<file path="src/rtl/pipe_consts.svh">
`ifndef PIPE_CONSTS_SVH
`define PIPE_CONSTS_SVH

// datapath and instruction widths
`define XLEN 32
`define INSTR_W 32
`define REG_ADDR_W 5
`define SHAMT_W 5

// first fetch address after reset
`define RESET_PC 32'h0000_0000

// major opcodes of the supported subset
`define OPC_OP 7'b0110011
`define OPC_OPIMM 7'b0010011
`define OPC_LUI 7'b0110111
`define OPC_BRANCH 7'b1100011
`define OPC_JAL 7'b1101111

// funct3 values for ALU and branch forms
`define F3_ADD 3'b000
`define F3_SLL 3'b001
`define F3_SLT 3'b010
`define F3_SLTU 3'b011
`define F3_XOR 3'b100
`define F3_SR 3'b101
`define F3_OR 3'b110
`define F3_AND 3'b111
`define F3_BEQ 3'b000
`define F3_BNE 3'b001

// funct7 values where alt selects sub and sra
`define F7_BASE 7'b0000000
`define F7_ALT 7'b0100000

`endif

</file>
<file path="src/rtl/pipePkg.sv">
package pipePkg;

    // ALU functions
    typedef enum logic [3:0] {
        AluAdd = 4'd0,
        AluSub = 4'd1,
        AluAnd = 4'd2,
        AluOr = 4'd3,
        AluXor = 4'd4,
        AluSll = 4'd5,
        AluSrl = 4'd6,
        AluSra = 4'd7,
        AluSlt = 4'd8,
        AluSltu = 4'd9,
        // result is operand B, for LUI and the JAL link value
        AluPassB = 4'd10
    } AluOp;

    // control transfer kind, resolved in execute
    typedef enum logic [1:0] {
        BrNone = 2'd0,
        BrEq = 2'd1,
        BrNe = 2'd2,
        BrJump = 2'd3
    } BranchKind;

endpackage

</file>
<file path="src/rtl/fetchStage.sv">
`include "pipe_consts.svh"

module fetchStage (
    input logic clk,
    input logic rst,
    input logic en,
    input logic redirect,
    input logic [`XLEN-1:0] redirectPc,
    output logic [`XLEN-1:0] instrAddr,
    input logic [`INSTR_W-1:0] instrData,
    output logic fetchValid,
    output logic [`XLEN-1:0] fetchPc,
    output logic [`INSTR_W-1:0] fetchInstr
);

    logic [`XLEN-1:0] pc;

    assign instrAddr = pc;

    // sequential fetch unless execute resolves a taken branch
    always_ff @(posedge clk) begin
        if (rst) begin
            pc <= `RESET_PC;
        end else if (en) begin
            if (redirect)
                pc <= redirectPc;
            else
                pc <= pc + `XLEN'd4;
        end
    end

    // word fetched on the wrong path is dropped
    always_ff @(posedge clk) begin
        if (rst) begin
            fetchValid <= 1'b0;
        end else if (en) begin
            fetchValid <= !redirect;
        end
    end

    always_ff @(posedge clk) begin
        if (en) begin
            fetchPc <= pc;
            fetchInstr <= instrData;
        end
    end

endmodule

</file>
<file path="src/rtl/regFile.sv">
`include "pipe_consts.svh"

module regFile (
    input logic clk,
    input logic [`REG_ADDR_W-1:0] rs1Addr,
    input logic [`REG_ADDR_W-1:0] rs2Addr,
    output logic [`XLEN-1:0] rs1Data,
    output logic [`XLEN-1:0] rs2Data,
    input logic wrEn,
    input logic [`REG_ADDR_W-1:0] wrAddr,
    input logic [`XLEN-1:0] wrData
);

    logic [`XLEN-1:0] regs [2**`REG_ADDR_W];

    // x0 is hardwired and a same-cycle write is passed through
    function automatic logic [`XLEN-1:0] readReg(input logic [`REG_ADDR_W-1:0] addr);
        if (addr == '0)
            readReg = '0;
        else if (wrEn && wrAddr == addr)
            readReg = wrData;
        else
            readReg = regs[addr];
    endfunction

    always_comb begin
        rs1Data = readReg(rs1Addr);
        rs2Data = readReg(rs2Addr);
    end

    always_ff @(posedge clk) begin
        if (wrEn && wrAddr != '0)
            regs[wrAddr] <= wrData;
    end

endmodule

</file>
<file path="src/rtl/decodeStage.sv">
`include "pipe_consts.svh"

module decodeStage (
    input logic clk,
    input logic rst,
    input logic en,
    input logic redirect,
    input logic fetchValid,
    input logic [`XLEN-1:0] fetchPc,
    input logic [`INSTR_W-1:0] fetchInstr,
    input logic retValid,
    input logic [`REG_ADDR_W-1:0] retRd,
    input logic [`XLEN-1:0] retData,
    input logic retWrites,
    output logic decValid,
    output logic [`XLEN-1:0] decPc,
    output pipePkg::AluOp decAluOp,
    output pipePkg::BranchKind decBranchKind,
    output logic [`REG_ADDR_W-1:0] decRd,
    output logic [`REG_ADDR_W-1:0] decRs1,
    output logic [`REG_ADDR_W-1:0] decRs2,
    output logic [`XLEN-1:0] decOpA,
    output logic [`XLEN-1:0] decOpB,
    output logic [`XLEN-1:0] decImm,
    output logic decWrites
);

    logic [6:0] opcode;
    logic [2:0] funct3;
    logic [6:0] funct7;
    logic [`REG_ADDR_W-1:0] rdField;
    logic [`REG_ADDR_W-1:0] rs1Field;
    logic [`REG_ADDR_W-1:0] rs2Field;
    logic [`XLEN-1:0] immI;
    logic [`XLEN-1:0] immU;
    logic [`XLEN-1:0] immB;
    logic [`XLEN-1:0] immJ;
    logic [`XLEN-1:0] rs1Data;
    logic [`XLEN-1:0] rs2Data;
    logic opLegal;
    logic opImmLegal;
    pipePkg::AluOp aluOp;
    pipePkg::BranchKind branchKind;
    logic writes;
    logic useRs1;
    logic useRs2;
    logic bIsImm;
    logic [`XLEN-1:0] imm;

    assign opcode = fetchInstr[6:0];
    assign rdField = fetchInstr[11:7];
    assign funct3 = fetchInstr[14:12];
    assign rs1Field = fetchInstr[19:15];
    assign rs2Field = fetchInstr[24:20];
    assign funct7 = fetchInstr[31:25];

    assign immI = {{20{fetchInstr[31]}}, fetchInstr[31:20]};
    assign immU = {fetchInstr[31:12], 12'b0};
    assign immB = {{19{fetchInstr[31]}}, fetchInstr[31], fetchInstr[7],
                   fetchInstr[30:25], fetchInstr[11:8], 1'b0};
    assign immJ = {{11{fetchInstr[31]}}, fetchInstr[31], fetchInstr[19:12],
                   fetchInstr[20], fetchInstr[30:21], 1'b0};

    // funct7 alt is only defined for sub and sra
    assign opLegal = (funct7 == `F7_BASE) ||
                     (funct7 == `F7_ALT && (funct3 == `F3_ADD || funct3 == `F3_SR));
    assign opImmLegal = (funct3 == `F3_SLL) ? (funct7 == `F7_BASE) :
                        (funct3 == `F3_SR) ? (funct7 == `F7_BASE || funct7 == `F7_ALT) :
                        1'b1;

    function automatic pipePkg::AluOp aluFromFunct(input logic [2:0] f3, input logic alt,
                                                   input logic isReg);
        case (f3)
            `F3_ADD: aluFromFunct = (isReg && alt) ? pipePkg::AluSub : pipePkg::AluAdd;
            `F3_SLL: aluFromFunct = pipePkg::AluSll;
            `F3_SLT: aluFromFunct = pipePkg::AluSlt;
            `F3_SLTU: aluFromFunct = pipePkg::AluSltu;
            `F3_XOR: aluFromFunct = pipePkg::AluXor;
            `F3_SR: aluFromFunct = alt ? pipePkg::AluSra : pipePkg::AluSrl;
            `F3_OR: aluFromFunct = pipePkg::AluOr;
            default: aluFromFunct = pipePkg::AluAnd;
        endcase
    endfunction

    // unknown encodings fall through as no-write, no-branch
    always_comb begin
        aluOp = pipePkg::AluAdd;
        branchKind = pipePkg::BrNone;
        writes = 1'b0;
        useRs1 = 1'b0;
        useRs2 = 1'b0;
        bIsImm = 1'b0;
        imm = immI;
        case (opcode)
            `OPC_OP: begin
                writes = opLegal;
                useRs1 = 1'b1;
                useRs2 = 1'b1;
                aluOp = aluFromFunct(funct3, fetchInstr[30], 1'b1);
            end
            `OPC_OPIMM: begin
                writes = opImmLegal;
                useRs1 = 1'b1;
                bIsImm = 1'b1;
                aluOp = aluFromFunct(funct3, fetchInstr[30], 1'b0);
            end
            `OPC_LUI: begin
                writes = 1'b1;
                bIsImm = 1'b1;
                imm = immU;
                aluOp = pipePkg::AluPassB;
            end
            `OPC_BRANCH: begin
                useRs1 = 1'b1;
                useRs2 = 1'b1;
                imm = immB;
                if (funct3 == `F3_BEQ)
                    branchKind = pipePkg::BrEq;
                else if (funct3 == `F3_BNE)
                    branchKind = pipePkg::BrNe;
            end
            `OPC_JAL: begin
                writes = 1'b1;
                imm = immJ;
                branchKind = pipePkg::BrJump;
                aluOp = pipePkg::AluPassB;
            end
            default: begin
            end
        endcase
    end

    regFile rf (
        .clk(clk),
        .rs1Addr(rs1Field),
        .rs2Addr(rs2Field),
        .rs1Data(rs1Data),
        .rs2Data(rs2Data),
        .wrEn(retValid && retWrites && retRd != '0),
        .wrAddr(retRd),
        .wrData(retData)
    );

    always_ff @(posedge clk) begin
        if (rst) begin
            decValid <= 1'b0;
        end else if (en) begin
            decValid <= fetchValid && !redirect;
        end
    end

    // unused sources become x0 so execute never forwards into them
    always_ff @(posedge clk) begin
        if (en) begin
            decPc <= fetchPc;
            decAluOp <= aluOp;
            decBranchKind <= branchKind;
            decRd <= writes ? rdField : '0;
            decRs1 <= useRs1 ? rs1Field : '0;
            decRs2 <= useRs2 ? rs2Field : '0;
            decOpA <= rs1Data;
            decOpB <= bIsImm ? imm : rs2Data;
            decImm <= imm;
            decWrites <= writes;
        end
    end

endmodule

</file>
<file path="src/rtl/executeStage.sv">
`include "pipe_consts.svh"

module executeStage (
    input logic clk,
    input logic rst,
    input logic en,
    input logic decValid,
    input logic [`XLEN-1:0] decPc,
    input pipePkg::AluOp decAluOp,
    input pipePkg::BranchKind decBranchKind,
    input logic [`REG_ADDR_W-1:0] decRd,
    input logic [`REG_ADDR_W-1:0] decRs1,
    input logic [`REG_ADDR_W-1:0] decRs2,
    input logic [`XLEN-1:0] decOpA,
    input logic [`XLEN-1:0] decOpB,
    input logic [`XLEN-1:0] decImm,
    input logic decWrites,
    output logic redirect,
    output logic [`XLEN-1:0] redirectPc,
    output logic retValid,
    output logic [`XLEN-1:0] retPc,
    output logic [`REG_ADDR_W-1:0] retRd,
    output logic [`XLEN-1:0] retData,
    output logic retWrites
);

    logic retValidQ;
    logic fwdOk;
    logic [`XLEN-1:0] opA;
    logic [`XLEN-1:0] opB;
    logic [`XLEN-1:0] aluB;
    logic [`SHAMT_W-1:0] shamt;
    logic [`XLEN-1:0] aluOut;
    logic taken;

    // retire stays hidden while the pipeline is held
    assign retValid = retValidQ && en;

    // distance 1 comes from here, distance 2 from the regfile bypass
    assign fwdOk = retValid && retWrites && retRd != '0;
    assign opA = (fwdOk && decRs1 == retRd) ? retData : decOpA;
    assign opB = (fwdOk && decRs2 == retRd) ? retData : decOpB;

    // JAL writes the link address through pass-B
    assign aluB = (decBranchKind == pipePkg::BrJump) ? decPc + `XLEN'd4 : opB;
    assign shamt = aluB[`SHAMT_W-1:0];

    always_comb begin
        case (decAluOp)
            pipePkg::AluAdd: aluOut = opA + aluB;
            pipePkg::AluSub: aluOut = opA - aluB;
            pipePkg::AluAnd: aluOut = opA & aluB;
            pipePkg::AluOr: aluOut = opA | aluB;
            pipePkg::AluXor: aluOut = opA ^ aluB;
            pipePkg::AluSll: aluOut = opA << shamt;
            pipePkg::AluSrl: aluOut = opA >> shamt;
            pipePkg::AluSra: aluOut = $signed(opA) >>> shamt;
            pipePkg::AluSlt: aluOut = {{(`XLEN-1){1'b0}}, $signed(opA) < $signed(aluB)};
            pipePkg::AluSltu: aluOut = {{(`XLEN-1){1'b0}}, opA < aluB};
            default: aluOut = aluB;
        endcase
    end

    always_comb begin
        case (decBranchKind)
            pipePkg::BrEq: taken = (opA == opB);
            pipePkg::BrNe: taken = (opA != opB);
            pipePkg::BrJump: taken = 1'b1;
            default: taken = 1'b0;
        endcase
    end

    // flushes fetch and decode at the next edge
    assign redirect = en && decValid && taken;
    assign redirectPc = decPc + decImm;

    always_ff @(posedge clk) begin
        if (rst) begin
            retValidQ <= 1'b0;
        end else if (en) begin
            retValidQ <= decValid;
        end
    end

    always_ff @(posedge clk) begin
        if (en) begin
            retPc <= decPc;
            retRd <= decRd;
            retData <= aluOut;
            retWrites <= decWrites;
        end
    end

endmodule

</file>
<file path="src/rtl/miniCore.sv">
`include "pipe_consts.svh"

module miniCore (
    input logic clk,
    input logic rst,
    input logic en,
    output logic [`XLEN-1:0] instrAddr,
    input logic [`INSTR_W-1:0] instrData,
    output logic retValid,
    output logic [`XLEN-1:0] retPc,
    output logic [`REG_ADDR_W-1:0] retRd,
    output logic [`XLEN-1:0] retData,
    output logic retWrites
);

    logic redirect;
    logic [`XLEN-1:0] redirectPc;

    logic fetchValid;
    logic [`XLEN-1:0] fetchPc;
    logic [`INSTR_W-1:0] fetchInstr;

    logic decValid;
    logic [`XLEN-1:0] decPc;
    pipePkg::AluOp decAluOp;
    pipePkg::BranchKind decBranchKind;
    logic [`REG_ADDR_W-1:0] decRd;
    logic [`REG_ADDR_W-1:0] decRs1;
    logic [`REG_ADDR_W-1:0] decRs2;
    logic [`XLEN-1:0] decOpA;
    logic [`XLEN-1:0] decOpB;
    logic [`XLEN-1:0] decImm;
    logic decWrites;

    fetchStage fetch (
        .clk(clk),
        .rst(rst),
        .en(en),
        .redirect(redirect),
        .redirectPc(redirectPc),
        .instrAddr(instrAddr),
        .instrData(instrData),
        .fetchValid(fetchValid),
        .fetchPc(fetchPc),
        .fetchInstr(fetchInstr)
    );

    // retire group feeds back as the regfile write port
    decodeStage decode (
        .clk(clk),
        .rst(rst),
        .en(en),
        .redirect(redirect),
        .fetchValid(fetchValid),
        .fetchPc(fetchPc),
        .fetchInstr(fetchInstr),
        .retValid(retValid),
        .retRd(retRd),
        .retData(retData),
        .retWrites(retWrites),
        .decValid(decValid),
        .decPc(decPc),
        .decAluOp(decAluOp),
        .decBranchKind(decBranchKind),
        .decRd(decRd),
        .decRs1(decRs1),
        .decRs2(decRs2),
        .decOpA(decOpA),
        .decOpB(decOpB),
        .decImm(decImm),
        .decWrites(decWrites)
    );

    executeStage execute (
        .clk(clk),
        .rst(rst),
        .en(en),
        .decValid(decValid),
        .decPc(decPc),
        .decAluOp(decAluOp),
        .decBranchKind(decBranchKind),
        .decRd(decRd),
        .decRs1(decRs1),
        .decRs2(decRs2),
        .decOpA(decOpA),
        .decOpB(decOpB),
        .decImm(decImm),
        .decWrites(decWrites),
        .redirect(redirect),
        .redirectPc(redirectPc),
        .retValid(retValid),
        .retPc(retPc),
        .retRd(retRd),
        .retData(retData),
        .retWrites(retWrites)
    );

endmodule

</file>
<file path="config.mk">
export PLATFORM = sky130hd
export DESIGN_NAME = miniCore
export DESIGN_NICKNAME = d
export VERILOG_FILES = /design/src/rtl/pipePkg.sv /design/src/rtl/fetchStage.sv /design/src/rtl/regFile.sv /design/src/rtl/decodeStage.sv /design/src/rtl/executeStage.sv /design/src/rtl/miniCore.sv
export VERILOG_INCLUDE_DIRS = /design/src /design/src/rtl
export SDC_FILE = /design/constraint.sdc
export NUM_CORES = 2
export LEC_CHECK = 0
export BUFFER_PORTS_ARGS = -buffer_cell sky130_fd_sc_hd__buf_2
export CAP_MARGIN = 20
export CORE_MARGIN = 2
export CORE_UTILIZATION = 29
export CTS_CLUSTER_DIAMETER = 60
export CTS_CLUSTER_SIZE = 24
export DETAILED_ROUTE_END_ITERATION = 7
export GPL_TIMING_DRIVEN = 0
export PLACE_DENSITY = 0.47
export SLEW_MARGIN = 20
export SYNTH_ARGS = -nofsm -noshare
export SYNTH_HDL_FRONTEND = slang
export SYNTH_HIERARCHICAL = 1
export SYNTH_SLANG_ARGS = --single-unit
</file>
<file path="constraint.sdc">
create_clock -name clk -period 14.44 [get_ports clk]
set_input_delay 1.444 -clock clk [delete_from_list [all_inputs] [get_ports clk]]
set_output_delay 1.444 -clock clk [all_outputs]
set_load 0.02 [all_outputs]
</file>
==> run_results.csv <==
group,metric,value,unit
outcome,status,"finished, final reports clean",
detailed_routing,drt_pre_antenna_iters,6,
synthesis,synth_edf_count,1308,
placement,port_buffers,137,
worst_setup_path,worstSetupPathType,"input pin to flip-flop",
finish,layout-drive-gt1-share,0.2285,
timing,slew_headroom,0.06666,
synthesis,synth_top_flop_cell,"edfxtp_1",
synthesis,synth-seq-area-share,0.5497,
clock_tree,cts_made_buffers,120,
clock_tree,clock-root-buffer,"clkbuf_16",
worst_setup_path,start_kind,"input pin",
die,coreArea,248900,um^2
clock_tree,cts_tree,"built",
die,ioPinCount,138,
timing,timing.final.crit_period,9.684,ns
placement,dp_slack,4.180,ns
clock_tree,clock_latency,0.83,ns
grt,first_global_vias,51320,
worst_hold_path,min_path_type,"flip-flop to flip-flop",
grt,top_usage_layer,"met2",
clock_tree,htreeDepth,3,
grt,antenna_found_initial,17,
placement,dp_hpwl,255.2,mm
clock_tree,cts_buffer_depth,3,
worst_setup_path,endpoint_kind,"flip-flop",
detailed_routing,routed_via_density,6.039,
timing,finalHoldViolations,0,
detailed_routing,wl_per_cell,38.39,um
clock_tree,post-cts-setup-buffer-count,0,
grt,globalRouteTotalUtil,0.2627,
placement,finalWeightedCongestion,0.9576,
timing,finClkSkew,0.05018,ns
grt,groute.layer.met1.usage,0.3577,
grt,grt_pass1_wl,460.7,mm
detailed_routing,drcViolationCount,0,
flow_run,maxCapViolCount,0,
synthesis,syn_avg_cell_area,14.17,um^2
clock_tree,clkTransAtPathRegs,0.07,ns
timing,fmax,103.3,MHz
clock_tree,ctsResizeCount,0,
finish,stdcell_area,85210,um^2
synthesis,yosys_warnings,6,
finish,areaGrowthSynthToFinish,17.17,%
die,die_x,504.8,um
timing,rsz0062_at_grt,"no",
timing,final.setup.worst_slack,4.756,ns
power_and_ir_drop,p_leak,28.81,nW
grt,grt-ovfl-total,0,
synthesis,ys_async_sr_fraction,0,
clock_tree,cts_hold_buf,0,
timing,finalMaxSlewViolations,0,
finish,layout_common_cells,"edfxtp_1, mux4_2, mux2i_1",
finish,fill_cells,24160,
timing,fin_crit_sh,0.6707,
timing,setup_viol,0,
power_and_ir_drop,power.density,125.2,nW/um^2
worst_setup_path,arrival,10.20,ns
detailed_routing,vias,54341,
die,die_area,254800,um^2
clock_tree,cts_sinks,1343,
finish,finish.net_count,5731,
grt,met2_usage,0.4041,
worst_setup_path,cp_max_fo,96,
timing,worst_pin_slew,1.391,ns
synthesis,synth-seq-cells,1343,
synthesis,ys_types,109,
die,rows,183,
detailed_routing,wl,345.5,mm
synthesis,synth.cell_area,72720,um^2
power_and_ir_drop,peakVddDrop,0.1020,mV
grt,grt_use_met3,0.06118,
synthesis,syn-instance-count,5132,
detailed_routing,detail-route-antenna-nets,0,
detailed_routing,drt_iter0_markers,8622,
worst_setup_path,crit_required,14.95,ns
finish,mostFrequentLayoutCell,"edfxtp_1",
die,die_h,504.8,um
grt,grt_max_degree,97,
placement,placed_area,80890,um^2
die,initial_utilization,0.2922,
==> state kept, by name, indices dropped and copies added (netlist names), 32 cells and up <==
name              flops
execute/retData      32
decode/rf/regs     1024
execute/retPc        32
decode/decOpB        32
fetch/fetchPc        32
decode/decOpA        32
fetch/fetchInstr     32
fetch/instrAddr      32
decode/decImm        32
decode/decPc         32
==> path summary, 6_finish.rpt <==
kind | start | end | cells past startpoint | slack, ns
min | fetch/fetchPc[15] | decode/decPc[15] | 0 | 0.41
max | en | execute/retData[28] | 20 | 4.76
max reg2reg | execute/retRd[0] | execute/retData[28] | 18 | 5.71
min reg2reg | fetch/fetchPc[15] | decode/decPc[15] | 0 | 0.41
==> cell usage after synthesis, types with 20 or more instances <==
cell	instances	area share
a2111oi_0	32	0.0039
a211oi_1	54	0.0056
a21o_1	60	0.0062
a21oi_1	232	0.016
a221oi_1	60	0.0072
a22o_1	52	0.0063
a22oi_1	109	0.011
a31oi_1	37	0.0032
and2_1	29	0.0025
buf_1	33	0.0017
buf_2	100	0.0069
buf_4	47	0.0049
buf_6	29	0.0045
clkbuf_1	156	0.0081
dfxtp_1	35	0.0096
edfxtp_1	1308	0.54
ha_1	134	0.023
inv_1	124	0.0064
mux2_2	59	0.0091
mux2i_1	403	0.055
mux2i_2	24	0.0045
mux4_2	421	0.13
nand2_1	273	0.014
nand2b_1	24	0.0021
nand3_1	74	0.0051
nand4_1	49	0.0042
nor2_1	270	0.014
nor2b_1	46	0.0040
nor3_1	40	0.0028
nor4_1	20	0.0017
o211ai_1	31	0.0032
o21ai_0	181	0.012
o21bai_1	20	0.0021
o221ai_1	54	0.0065
o22ai_1	65	0.0056
o31ai_1	23	0.0024
xnor2_1	71	0.0086
xor2_1	53	0.0064
==> cells by family after synthesis <==
| group | share of synthesized area |
|---|---|
| and+or+nand+nor | 0.06137 |
| buffers and inverters | 0.03364 |
| xor gates and xnor gates | 0.01493 |
| adders and majority gates | 0.02388 |
| other | 0.00005157 |
| DFF | 0.5497 |
| muxes | 0.2019 |
| AOI/OAI and AO/OA | 0.1145 |
==> cell type report <==
class / count / area, um^2 / area share
multi-input cells: 3320 / 30810 / 0.3616
diodes: 5 / 12.51 / 0.0001468
repair buffers: 274 / 3477 / 0.04081
plain buffers: 369 / 1968 / 0.02310
clock inverters: 95 / 1166 / 0.01369
flip-flops and latches: 1343 / 39980 / 0.4692
inverters: 131 / 496.7 / 0.005829
clock buffers: 132 / 3133 / 0.03677
well taps: 3330 / 4167 / 0.04890
==> worst max-delay path: stages <==
cell,delay [ns]
buf_8,0.26
buf_16,0.43
nand3_1,0.29
nor4_1,0.92
a21boi_0,0.41
o31ai_4,0.74
clkbuf_1,0.56
buf_1,0.69
ha_1,0.37
clkbuf_1,0.25
nor3_1,0.33
o21ai_0,0.25
a21oi_1,0.28
a21oi_1,0.17
o31ai_1,0.61
a311oi_1,0.40
o31ai_1,0.44
a31oi_1,0.20
or3_1,0.38
a32oi_1,0.66
==> report_power, final <==
part           total (mW)  internal, mW  switching, mW
clock                3.57          1.78           1.79
sequential           4.61          4.49          0.120
combinational        2.50         0.775           1.72
total                10.7          7.04           3.63
==> through the flow <==
stage	hold WS [ns]	setup TNS, ns	power, mW	cells	util
6_report	0.4092	0	10.67	8999	0.3424
5_1_grt	0.4103	0	10.93	8995	0.3423
4_1_cts	0.4096	0	10.64	8994	0.3423
3_5_place_dp	0.4045	0	7.096	8767	0.3250
3_3_place_gp	0.4001	-8.819	6.996	8630	0.3121
2_1_floorplan	0.4003	0	5.898	5163	-
==> layer usage <==
metal | share of wire | vias to the layer above
li1 | - | 21647
met1 | 0.41 | 28626
met2 | 0.45 | 3419
met3 | 0.099 | 639
met4 | 0.046 | 10
met5 | 0.00018 | -
Power figures use the tool's default switching activity.
